<file path="src/hw/ascii_pkg.sv">
package ascii_pkg;

    localparam logic [7:0] CH_SPACE = 8'h20;
    localparam logic [7:0] CH_STAR  = 8'h2a;
    localparam logic [7:0] CH_CR    = 8'h0d;
    localparam logic [7:0] CH_LF    = 8'h0a;

    // added to a 0..9 digit value
    localparam logic [7:0] CH_ZERO  = 8'h30;

endpackage

</file>
<file path="src/hw/display_pkg.sv">
package display_pkg;

    // =========================================================================
    // data widths
    // =========================================================================
    localparam int VAL_W   = 32;    // matrix elements, printed values
    localparam int DIM_W   = 8;     // row / column counts
    localparam int ADDR_W  = 9;     // storage address
    localparam int CNT_W   = 2;     // matrices per size type
    localparam int TOTAL_W = 8;     // system total
    localparam int TYPE_W  = 5;     // size type index and count
    localparam int MODE_W  = 3;

    // largest 32 bit value has ten decimal digits
    localparam int MAX_DIGITS = 10;

    typedef enum logic [MODE_W-1:0] {
        MODE_MATRIX  = 3'd0,
        MODE_SUMMARY = 3'd2,
        MODE_SCALAR  = 3'd4
    } disp_mode_t;

    typedef enum logic {
        FIELD_CHAR = 1'b0,      // value[7:0] sent as one byte
        FIELD_NUM  = 1'b1       // value printed in decimal
    } field_kind_t;

endpackage
</file>
<file path="src/hw/field_if.sv">
interface field_if
    import display_pkg::*;
();

    logic                start;     // one cycle request pulse
    field_kind_t         kind;
    logic [VAL_W-1:0]    value;
    logic                pad_en;    // pad number to column width
    logic                done;      // pulse after last byte handed off

    modport seq (
        output start, kind, value, pad_en,
        input  done
    );

    modport fmt (
        input  start, kind, value, pad_en,
        output done
    );

endinterface

</file>
<file path="src/hw/display_top.sv">
module display_top
    import display_pkg::*;
#(
    parameter int CLK_FREQ  = 25_000_000,
    parameter int BAUD_RATE = 115_200,
    parameter int COL_WIDTH = 10
) (
    input  logic               clk,
    input  logic               rst_n,
    input  logic               i_en,
    input  logic [MODE_W-1:0]  i_mode,
    input  logic [DIM_W-1:0]   i_disp_m,
    input  logic [DIM_W-1:0]   i_disp_n,
    input  logic [CNT_W-1:0]   i_disp_cnt,
    input  logic [ADDR_W-1:0]  i_base_addr,
    input  logic [VAL_W-1:0]   i_rd_data,
    input  logic [TOTAL_W-1:0] i_total_count,
    input  logic [TYPE_W-1:0]  i_type_count,
    input  logic [VAL_W-1:0]   i_scalar,
    output logic [ADDR_W-1:0]  o_rd_addr,
    output logic [TYPE_W-1:0]  o_type_idx,
    output logic               o_tx,
    output logic               o_done
);

    logic       tx_start;
    logic [7:0] tx_data;
    logic       tx_busy;

    field_if fld_if ();

    // walks the report, one field at a time
    display_sequencer display_sequencer_i (
        .clk           (clk),
        .rst_n         (rst_n),
        .i_en          (i_en),
        .i_mode        (i_mode),
        .i_disp_m      (i_disp_m),
        .i_disp_n      (i_disp_n),
        .i_disp_cnt    (i_disp_cnt),
        .i_base_addr   (i_base_addr),
        .i_rd_data     (i_rd_data),
        .i_total_count (i_total_count),
        .i_type_count  (i_type_count),
        .i_scalar      (i_scalar),
        .o_rd_addr     (o_rd_addr),
        .o_type_idx    (o_type_idx),
        .o_done        (o_done),
        .fld           (fld_if.seq)
    );

    dec_formatter #(
        .COL_WIDTH (COL_WIDTH)
    ) dec_formatter_i (
        .clk        (clk),
        .rst_n      (rst_n),
        .fld        (fld_if.fmt),
        .i_tx_busy  (tx_busy),
        .o_tx_start (tx_start),
        .o_tx_data  (tx_data)
    );

    uart_tx #(
        .CLK_FREQ  (CLK_FREQ),
        .BAUD_RATE (BAUD_RATE)
    ) uart_tx_i (
        .clk     (clk),
        .rst_n   (rst_n),
        .i_start (tx_start),
        .i_data  (tx_data),
        .o_tx    (o_tx),
        .o_busy  (tx_busy)
    );

endmodule

</file>
<file path="src/hw/display_sequencer.sv">
module display_sequencer
    import display_pkg::*;
    import ascii_pkg::*;
(
    input  logic               clk,
    input  logic               rst_n,
    input  logic               i_en,
    input  logic [MODE_W-1:0]  i_mode,
    input  logic [DIM_W-1:0]   i_disp_m,
    input  logic [DIM_W-1:0]   i_disp_n,
    input  logic [CNT_W-1:0]   i_disp_cnt,
    input  logic [ADDR_W-1:0]  i_base_addr,
    input  logic [VAL_W-1:0]   i_rd_data,
    input  logic [TOTAL_W-1:0] i_total_count,
    input  logic [TYPE_W-1:0]  i_type_count,
    input  logic [VAL_W-1:0]   i_scalar,
    output logic [ADDR_W-1:0]  o_rd_addr,
    output logic [TYPE_W-1:0]  o_type_idx,
    output logic               o_done,
    field_if.seq               fld
);

    typedef enum logic [4:0] {
        S_IDLE, S_DECODE,
        S_MAT_ADDR, S_MAT_WAIT, S_MAT_ELEM, S_MAT_SEP, S_MAT_LF,
        S_SUM_TOTAL, S_SUM_SP1, S_SUM_CHECK, S_SUM_M, S_SUM_STAR1,
        S_SUM_N, S_SUM_STAR2, S_SUM_CNT, S_SUM_SP2,
        S_SCALAR, S_CR, S_LF, S_DONE
    } seq_state_t;

    seq_state_t           state;
    seq_state_t           f_next;       // successor once the field is done
    logic                 f_field;      // state prints one field
    logic                 pend_q;       // field outstanding at the formatter
    logic [DIM_W-1:0]     row_q;
    logic [DIM_W-1:0]     col_q;
    logic [VAL_W-1:0]     elem_q;
    logic [2*DIM_W-1:0]   row_off;
    logic [ADDR_W-1:0]    mat_addr;
    logic                 last_col;
    logic                 last_row;

    assign row_off  = row_q * i_disp_n;
    assign mat_addr = i_base_addr + ADDR_W'(row_off) + ADDR_W'(col_q);
    assign last_col = (col_q == i_disp_n - 1'b1);
    assign last_row = (row_q == i_disp_m - 1'b1);
    assign o_done   = (state == S_DONE);   // held until i_en drops

    // =========================================================================
    // field contents per state, stable while the field is outstanding
    // =========================================================================
    always_comb begin
        f_field    = 1'b1;
        f_next     = state;
        fld.kind   = FIELD_CHAR;
        fld.value  = '0;
        fld.pad_en = 1'b0;
        case (state)
            S_MAT_ELEM: begin
                fld.kind   = FIELD_NUM;
                fld.value  = elem_q;
                fld.pad_en = 1'b1;
                f_next     = S_MAT_SEP;
            end
            S_MAT_SEP: begin
                fld.value = VAL_W'(last_col ? CH_CR : CH_SPACE);
                f_next    = last_col ? S_MAT_LF : S_MAT_ADDR;
            end
            S_MAT_LF: begin
                fld.value = VAL_W'(CH_LF);
                f_next    = last_row ? S_DONE : S_MAT_ADDR;
            end
            S_SUM_TOTAL: begin
                fld.kind  = FIELD_NUM;
                fld.value = VAL_W'(i_total_count);
                f_next    = S_SUM_SP1;
            end
            S_SUM_SP1: begin
                fld.value = VAL_W'(CH_SPACE);
                f_next    = S_SUM_CHECK;
            end
            S_SUM_M: begin
                fld.kind  = FIELD_NUM;
                fld.value = VAL_W'(i_disp_m);
                f_next    = S_SUM_STAR1;
            end
            S_SUM_STAR1: begin
                fld.value = VAL_W'(CH_STAR);
                f_next    = S_SUM_N;
            end
            S_SUM_N: begin
                fld.kind  = FIELD_NUM;
                fld.value = VAL_W'(i_disp_n);
                f_next    = S_SUM_STAR2;
            end
            S_SUM_STAR2: begin
                fld.value = VAL_W'(CH_STAR);
                f_next    = S_SUM_CNT;
            end
            S_SUM_CNT: begin
                fld.kind  = FIELD_NUM;
                fld.value = VAL_W'(i_disp_cnt);
                f_next    = S_SUM_SP2;
            end
            S_SUM_SP2: begin
                fld.value = VAL_W'(CH_SPACE);
                f_next    = S_SUM_CHECK;
            end
            S_SCALAR: begin
                fld.kind  = FIELD_NUM;     // unpadded
                fld.value = i_scalar;
                f_next    = S_CR;
            end
            S_CR: begin
                fld.value = VAL_W'(CH_CR);
                f_next    = S_LF;
            end
            S_LF: begin
                fld.value = VAL_W'(CH_LF);
                f_next    = S_DONE;
            end
            default: f_field = 1'b0;
        endcase
    end

    // =========================================================================
    // state walk
    // =========================================================================
    always_ff @(posedge clk or negedge rst_n) begin
        if (!rst_n) begin
            state      <= S_IDLE;
            pend_q     <= 1'b0;
            fld.start  <= 1'b0;
            row_q      <= '0;
            col_q      <= '0;
            o_rd_addr  <= '0;
            o_type_idx <= '0;
        end else begin
            fld.start <= 1'b0;
            if (f_field) begin
                if (!pend_q) begin
                    fld.start <= 1'b1;
                    pend_q    <= 1'b1;
                end else if (fld.done) begin
                    pend_q <= 1'b0;
                    state  <= f_next;
                    case (state)
                        S_MAT_SEP: if (!last_col) col_q <= col_q + 1'b1;
                        S_MAT_LF: begin
                            col_q <= '0;
                            row_q <= row_q + 1'b1;
                        end
                        S_SUM_SP2: o_type_idx <= o_type_idx + 1'b1;   // next size type
                        default: ;
                    endcase
                end
            end else begin
                case (state)
                    S_IDLE: if (i_en) state <= S_DECODE;
                    S_DECODE: begin
                        row_q      <= '0;
                        col_q      <= '0;
                        o_type_idx <= '0;
                        case (i_mode)
                            MODE_MATRIX:
                                if (i_disp_m == '0 || i_disp_n == '0) state <= S_DONE;
                                else                                  state <= S_MAT_ADDR;
                            MODE_SUMMARY: state <= S_SUM_TOTAL;
                            MODE_SCALAR:  state <= S_SCALAR;
                            default:      state <= S_DONE;      // nothing to print
                        endcase
                    end
                    S_MAT_ADDR: begin
                        o_rd_addr <= mat_addr;
                        state     <= S_MAT_WAIT;
                    end
                    S_MAT_WAIT: state <= S_MAT_ELEM;   // memory read latency
                    S_SUM_CHECK:
                        state <= (o_type_idx < i_type_count) ? S_SUM_M : S_CR;
                    S_DONE: if (!i_en) state <= S_IDLE;
                    default: state <= S_IDLE;
                endcase
            end
        end
    end

    // element sampled two cycles after the address update
    always_ff @(posedge clk) begin
        if (state == S_MAT_ELEM && !pend_q) elem_q <= i_rd_data;
    end

endmodule

</file>
<file path="src/hw/dec_formatter.sv">
module dec_formatter
    import display_pkg::*;
    import ascii_pkg::*;
#(
    parameter int COL_WIDTH = 10
) (
    input  logic       clk,
    input  logic       rst_n,
    field_if.fmt       fld,
    input  logic       i_tx_busy,
    output logic       o_tx_start,
    output logic [7:0] o_tx_data
);

    localparam int PTR_W = $clog2(MAX_DIGITS);
    localparam int OUT_W = $clog2(MAX_DIGITS + COL_WIDTH + 1);

    typedef enum logic [2:0] {
        F_IDLE,
        F_CHAR,
        F_CONV,
        F_DIGIT,
        F_PAD
    } fmt_state_t;

    fmt_state_t        state;
    logic [VAL_W-1:0]  temp_q;                   // remaining quotient
    logic [7:0]        dig_buf [MAX_DIGITS];     // ascii digits, lsd at 0
    logic [PTR_W-1:0]  ptr_q;
    logic [OUT_W-1:0]  out_cnt;                  // chars sent in this field
    logic [OUT_W-1:0]  next_cnt;
    logic              tx_ready;

    // no strobe two cycles in a row, busy only rises after the strobe
    assign tx_ready = ~i_tx_busy & ~o_tx_start;
    assign next_cnt = out_cnt + 1'b1;

    always_ff @(posedge clk or negedge rst_n) begin
        if (!rst_n) begin
            state      <= F_IDLE;
            ptr_q      <= '0;
            out_cnt    <= '0;
            o_tx_start <= 1'b0;
            o_tx_data  <= '0;
            fld.done   <= 1'b0;
        end else begin
            o_tx_start <= 1'b0;
            fld.done   <= 1'b0;
            case (state)
                F_IDLE: if (fld.start) begin
                    ptr_q   <= '0;
                    out_cnt <= '0;
                    state   <= (fld.kind == FIELD_CHAR) ? F_CHAR : F_CONV;
                end
                F_CHAR: if (tx_ready) begin
                    o_tx_start <= 1'b1;
                    o_tx_data  <= fld.value[7:0];
                    fld.done   <= 1'b1;
                    state      <= F_IDLE;
                end
                F_CONV: begin                       // one digit per cycle
                    if (temp_q < VAL_W'(10)) state <= F_DIGIT;
                    else                     ptr_q <= ptr_q + 1'b1;
                end
                F_DIGIT: if (tx_ready) begin
                    o_tx_start <= 1'b1;
                    o_tx_data  <= dig_buf[ptr_q];  // msd first
                    out_cnt    <= next_cnt;
                    if (ptr_q != '0) begin
                        ptr_q <= ptr_q - 1'b1;
                    end else if (fld.pad_en && next_cnt < OUT_W'(COL_WIDTH)) begin
                        state <= F_PAD;
                    end else begin
                        fld.done <= 1'b1;
                        state    <= F_IDLE;
                    end
                end
                F_PAD: if (tx_ready) begin
                    o_tx_start <= 1'b1;
                    o_tx_data  <= CH_SPACE;
                    out_cnt    <= next_cnt;
                    if (next_cnt >= OUT_W'(COL_WIDTH)) begin
                        fld.done <= 1'b1;
                        state    <= F_IDLE;
                    end
                end
                default: state <= F_IDLE;
            endcase
        end
    end

    // repeated divide by ten
    always_ff @(posedge clk) begin
        if (state == F_IDLE && fld.start) begin
            temp_q <= fld.value;
        end else if (state == F_CONV) begin
            dig_buf[ptr_q] <= CH_ZERO + 8'(temp_q % VAL_W'(10));
            temp_q         <= temp_q / VAL_W'(10);
        end
    end

endmodule

</file>
<file path="src/hw/uart_tx.sv">
module uart_tx #(
    parameter int CLK_FREQ  = 25_000_000,
    parameter int BAUD_RATE = 115_200
) (
    input  logic       clk,
    input  logic       rst_n,
    input  logic       i_start,
    input  logic [7:0] i_data,
    output logic       o_tx,
    output logic       o_busy
);

    localparam int CLKS_PER_BIT = CLK_FREQ / BAUD_RATE;
    localparam int BAUD_W       = $clog2(CLKS_PER_BIT + 1);
    localparam logic [3:0] STOP_IDX = 4'd9;   // start + 8 data bits before stop

    logic [BAUD_W-1:0] baud_q;
    logic [3:0]        bit_q;       // bits finished so far
    logic [8:0]        shift_q;     // data bits, then stop bit
    logic              bit_end;

    assign bit_end = (baud_q == BAUD_W'(CLKS_PER_BIT - 1));

    always_ff @(posedge clk or negedge rst_n) begin
        if (!rst_n) begin
            o_tx   <= 1'b1;         // line idles high
            o_busy <= 1'b0;
            baud_q <= '0;
            bit_q  <= '0;
        end else if (!o_busy) begin
            if (i_start) begin
                o_tx   <= 1'b0;     // start bit
                o_busy <= 1'b1;
                baud_q <= '0;
                bit_q  <= '0;
            end
        end else if (bit_end) begin
            baud_q <= '0;
            if (bit_q == STOP_IDX) begin
                o_busy <= 1'b0;     // stop bit done, o_tx already high
            end else begin
                o_tx  <= shift_q[0];
                bit_q <= bit_q + 4'd1;
            end
        end else begin
            baud_q <= baud_q + 1'b1;
        end
    end

    always_ff @(posedge clk) begin
        if (!o_busy && i_start) begin
            shift_q <= {1'b1, i_data};
        end else if (o_busy && bit_end) begin
            shift_q <= {1'b1, shift_q[8:1]};    // lsb first
        end
    end

endmodule

</file>
<file path="config.mk">
export PLATFORM = sky130hd
export DESIGN_NAME = display_top
export DESIGN_NICKNAME = d
export VERILOG_FILES = /design/src/hw/ascii_pkg.sv /design/src/hw/display_pkg.sv /design/src/hw/field_if.sv /design/src/hw/display_top.sv /design/src/hw/display_sequencer.sv /design/src/hw/dec_formatter.sv /design/src/hw/uart_tx.sv
export SDC_FILE = /design/constraint.sdc
export NUM_CORES = 1
export LEC_CHECK = 0
export BUFFER_PORTS_ARGS = -buffer_cell sky130_fd_sc_hd__clkbuf_2
export CAP_MARGIN = 30
export CORE_MARGIN = 1
export CORE_UTILIZATION = 55
export DETAILED_ROUTE_END_ITERATION = 6
export MAX_ROUTING_LAYER = met4
export PLACE_DENSITY = 0.74
export SYNTH_ARGS = -nofsm -noshare
export SYNTH_HDL_FRONTEND = slang
export SYNTH_SLANG_ARGS = --single-unit
</file>
<file path="constraint.sdc">
create_clock -name clk -period 12.1 [get_ports clk]
set_input_delay 2.42 -clock clk [delete_from_list [all_inputs] [get_ports clk]]
set_output_delay 2.42 -clock clk [all_outputs]
set_load 0.02 [all_outputs]
</file>
==> summary.txt <==
Max-cap violations: 0
Core box area: 0.0316 mm2
Buf/Inv on CP: 2
Status: finished clean
Required time of the critical path: 12.42 ns
Layout Cell Area excl Fill: 0.0199 mm2
Number of global-route vias before repair: 15,300
Final nets: 2,261
Htree depth: 1
Top cell type's share of synthesized area: 25.8%
Avg Cell Area, Syn: 9.01 um2
# rows: 65
Longest Clk Path Bufs: 3
# diodes: 0
Post-synth EDFFs: 152
Worst Skew: 0.0131 ns
Via/cell ratio: 6.51
IO Port Bufs: 125
CTS tree: yes
HPWL Detailed: 35.1 mm
DR vias: 16,300
Fin. Hold Viols: 0
Routed WL: 49.5 mm
Largest net degree at the start of global routing: 64
Crit-path max FO: 15
Area growth, synth to finish: 12.5%
Critical path type: register to register
Primary FF master, synth: edfxtp_1
Pre-Repair DR Iteration Count: 5
Post-Syn Instances: 1,967
Sink Count: 225
Distinct cells, synth: 120
Finish-stage setup viols: 0
Yosys Warn Count: 0
CP endpoint kind: register
Relative slew slack: 18.1%
Crit share post-route: 95.2%
DP Area: 0.0188 mm2
Detailed-route DRC error count: 0
Starting Density: 56.0%
Worst slew pin tran: 1.23 ns
Clock Latency Late Sink: 0.57 ns
Gpl congestion: 0.988
CTS buffer count: 26
Critical path's largest stage delay: 0.56 ns
Leading area contributor after synthesis: edfxtp_1
WL/cell: 19.8 um
Fmax: 86.8 MHz
GRT Overall Usage: 30.3%
Slew Viols, Final: 0
Clk slew on worst S/H paths: 0.06 ns
Initial antenna violation count: 0
Chip Height: 181 um
Hold/Removal Path Class: register to register
Sequential fraction of the synthesis area: 36.1%
Slowest CP cell: edfxtp_1
First-pass GRT wire length: 78.9 mm
WP data arrival: 11.84 ns
Die X: 181 um
Layout cells sized above 1: 16.9%
Root buf cell: clkbuf_16
Ys async rst share: 32.4%
IO Pins: 126
Startpoint types: register
DR iter-0 viols: 2,042
Synth top area cells: edfxtp_1 26%, dfrtp_1 10%, nand2_1 4.5%
DRT antenna net count: 0
Die ar.: 0.0329 mm2
Cell family with the largest share of critical-path delay: compound AO/OA/AOI/OAI gates
Synth Register Bits: 225
Synth Cell Area: 0.0177 mm2
Tmin final: 11.52 ns
Global route overflow: 0
-- Yosys cell counts (31+ instances only) --
cell type	instances
fa_1	31
o21ai_0	98
ha_1	41
nand4_1	37
dfrtp_1	72
inv_1	105
nand2_1	212
nor2_1	162
xnor2_1	53
edfxtp_1	152
nor3_1	66
clkbuf_1	100
a21oi_1	104
nand3_1	65
a22oi_1	33
o22ai_1	34
-- layer usage --
layer,wire [um],part of all wire (%),vias to the layer above,global-route usage (%)
met3,3450,7.0,122,4.77
li1,-,-,7605,-
met4,1730,3.5,0,10.4
met5,0,0,-,-
met2,23100,47,725,48.2
met1,21300,43,7811,39.5
-- worst reg2reg max path: cells and delay by family (launching register included) --
kind | cells | cell delay [ns]
flops | 1 | 0.56
buf+inv | 2 | 0.33
compound gates | 23 | 6.36
mux | 1 | 0.37
simple gates | 12 | 3.65
-- metrics by stage --
step | utilization, % | instances | setup TNS (ns) | setup WS [ns] | hold slack [ns]
2_1_floorplan | - | 1987 | 0 | 2.00 | 0.428
6_report | 63.0 | 2500 | 0 | 0.580 | 0.483
4_1_cts | 62.2 | 2486 | 0 | 0.390 | 0.490
5_1_grt | 63.0 | 2500 | -1.31 | -0.0706 | 0.520
3_3_place_gp | 59.4 | 2436 | 0 | 0.608 | 0.464
3_5_place_dp | 59.5 | 2439 | 0 | 0.385 | 0.476
-- flip-flops by register name, indices dropped and copies added, names as in the netlist, 4 cells and up --
register / cells
dec_formatter_i.temp_q: 32
display_sequencer_i.o_rd_addr: 9
display_sequencer_i.state: 5
dec_formatter_i.o_tx_data: 8
display_sequencer_i.elem_q: 32
uart_tx_i.shift_q: 8
uart_tx_i.baud_q: 8
dec_formatter_i.out_cnt: 5
display_sequencer_i.o_type_idx: 5
display_sequencer_i.row_q: 8
uart_tx_i.bit_q: 4
display_sequencer_i.col_q: 8
dec_formatter_i.dig_buf: 80
dec_formatter_i.ptr_q: 4
-- path summary, 6_finish.rpt --
path | slack, ns | cells past startpoint | from | endpoint
max | 0.58 | 38 | dec_formatter_i.temp_q[29]$_SDFFCE_PN0P_ | dec_formatter_i.dig_buf[2][2]$_DFFE_PP_
min | 0.48 | 2 | dec_formatter_i.o_tx_data[2]$_DFFE_PN0P_ | dec_formatter_i.o_tx_data[2]$_DFFE_PN0P_
max reg2reg | 0.58 | 38 | dec_formatter_i.temp_q[29]$_SDFFCE_PN0P_ | dec_formatter_i.dig_buf[2][2]$_DFFE_PP_
min reg2reg | 0.48 | 2 | dec_formatter_i.o_tx_data[2]$_DFFE_PN0P_ | dec_formatter_i.o_tx_data[2]$_DFFE_PN0P_
max in group asynchronous | 9.33 | 2 | rst_n | display_sequencer_i.o_type_idx[1]$_DFFE_PN0P_
min in group asynchronous | 1.67 | 1 | rst_n | uart_tx_i.o_busy$_DFF_PN0_
-- cells by family after synthesis --
| family | synth area share [%] |
|---|---|
| simple gates | 19.7 |
| compound gates | 23.3 |
| buf+inv | 5.54 |
| flops | 36.1 |
| xor+xnor | 4.11 |
| fa+ha+maj | 6.45 |
| mux | 4.74 |
| other cells | 0.0424 |
-- placed cells by master, fill, tap and decap left out, types with 28 or more instances in the layout --
cell type  Yosys  final
a21oi_1      104    102
a22oi_1       33     33
a31oi_1       28     28
buf_4          6     69
clkbuf_2       0    124
dfrtp_1       72     72
edfxtp_1     152    152
fa_1          31     31
ha_1          41     41
inv_1        105    105
mux2i_1       28     28
nand2_1      212    212
nand3_1       65     65
nand4_1       37     37
nor2_1       162    159
nor3_1        66     64
o21ai_0       98     98
o22ai_1       34     34
xnor2_1       53     49
-- layout make-up --
cell class / instances / area [um2]
fillers: 2674 / 11700
flip-flops and latches: 225 / 6390
clock buffers: 29 / 662
repair buffers: 196 / 1180
inverters: 112 / 420
multi-input cells: 1518 / 10600
well taps: 402 / 503
clock inverters: 18 / 204
-- repair_timing --
action	4_1_cts	5_1_grt
endpoints found under the setup margin	0	32
hold endpoints to repair	0	0
hold buffers	0	0
gates resized for setup	0	25
setup buffers	0	14
Power is not shown: default switching activity piles up to over one toggle a cycle in this logic, so the estimate is an artifact.
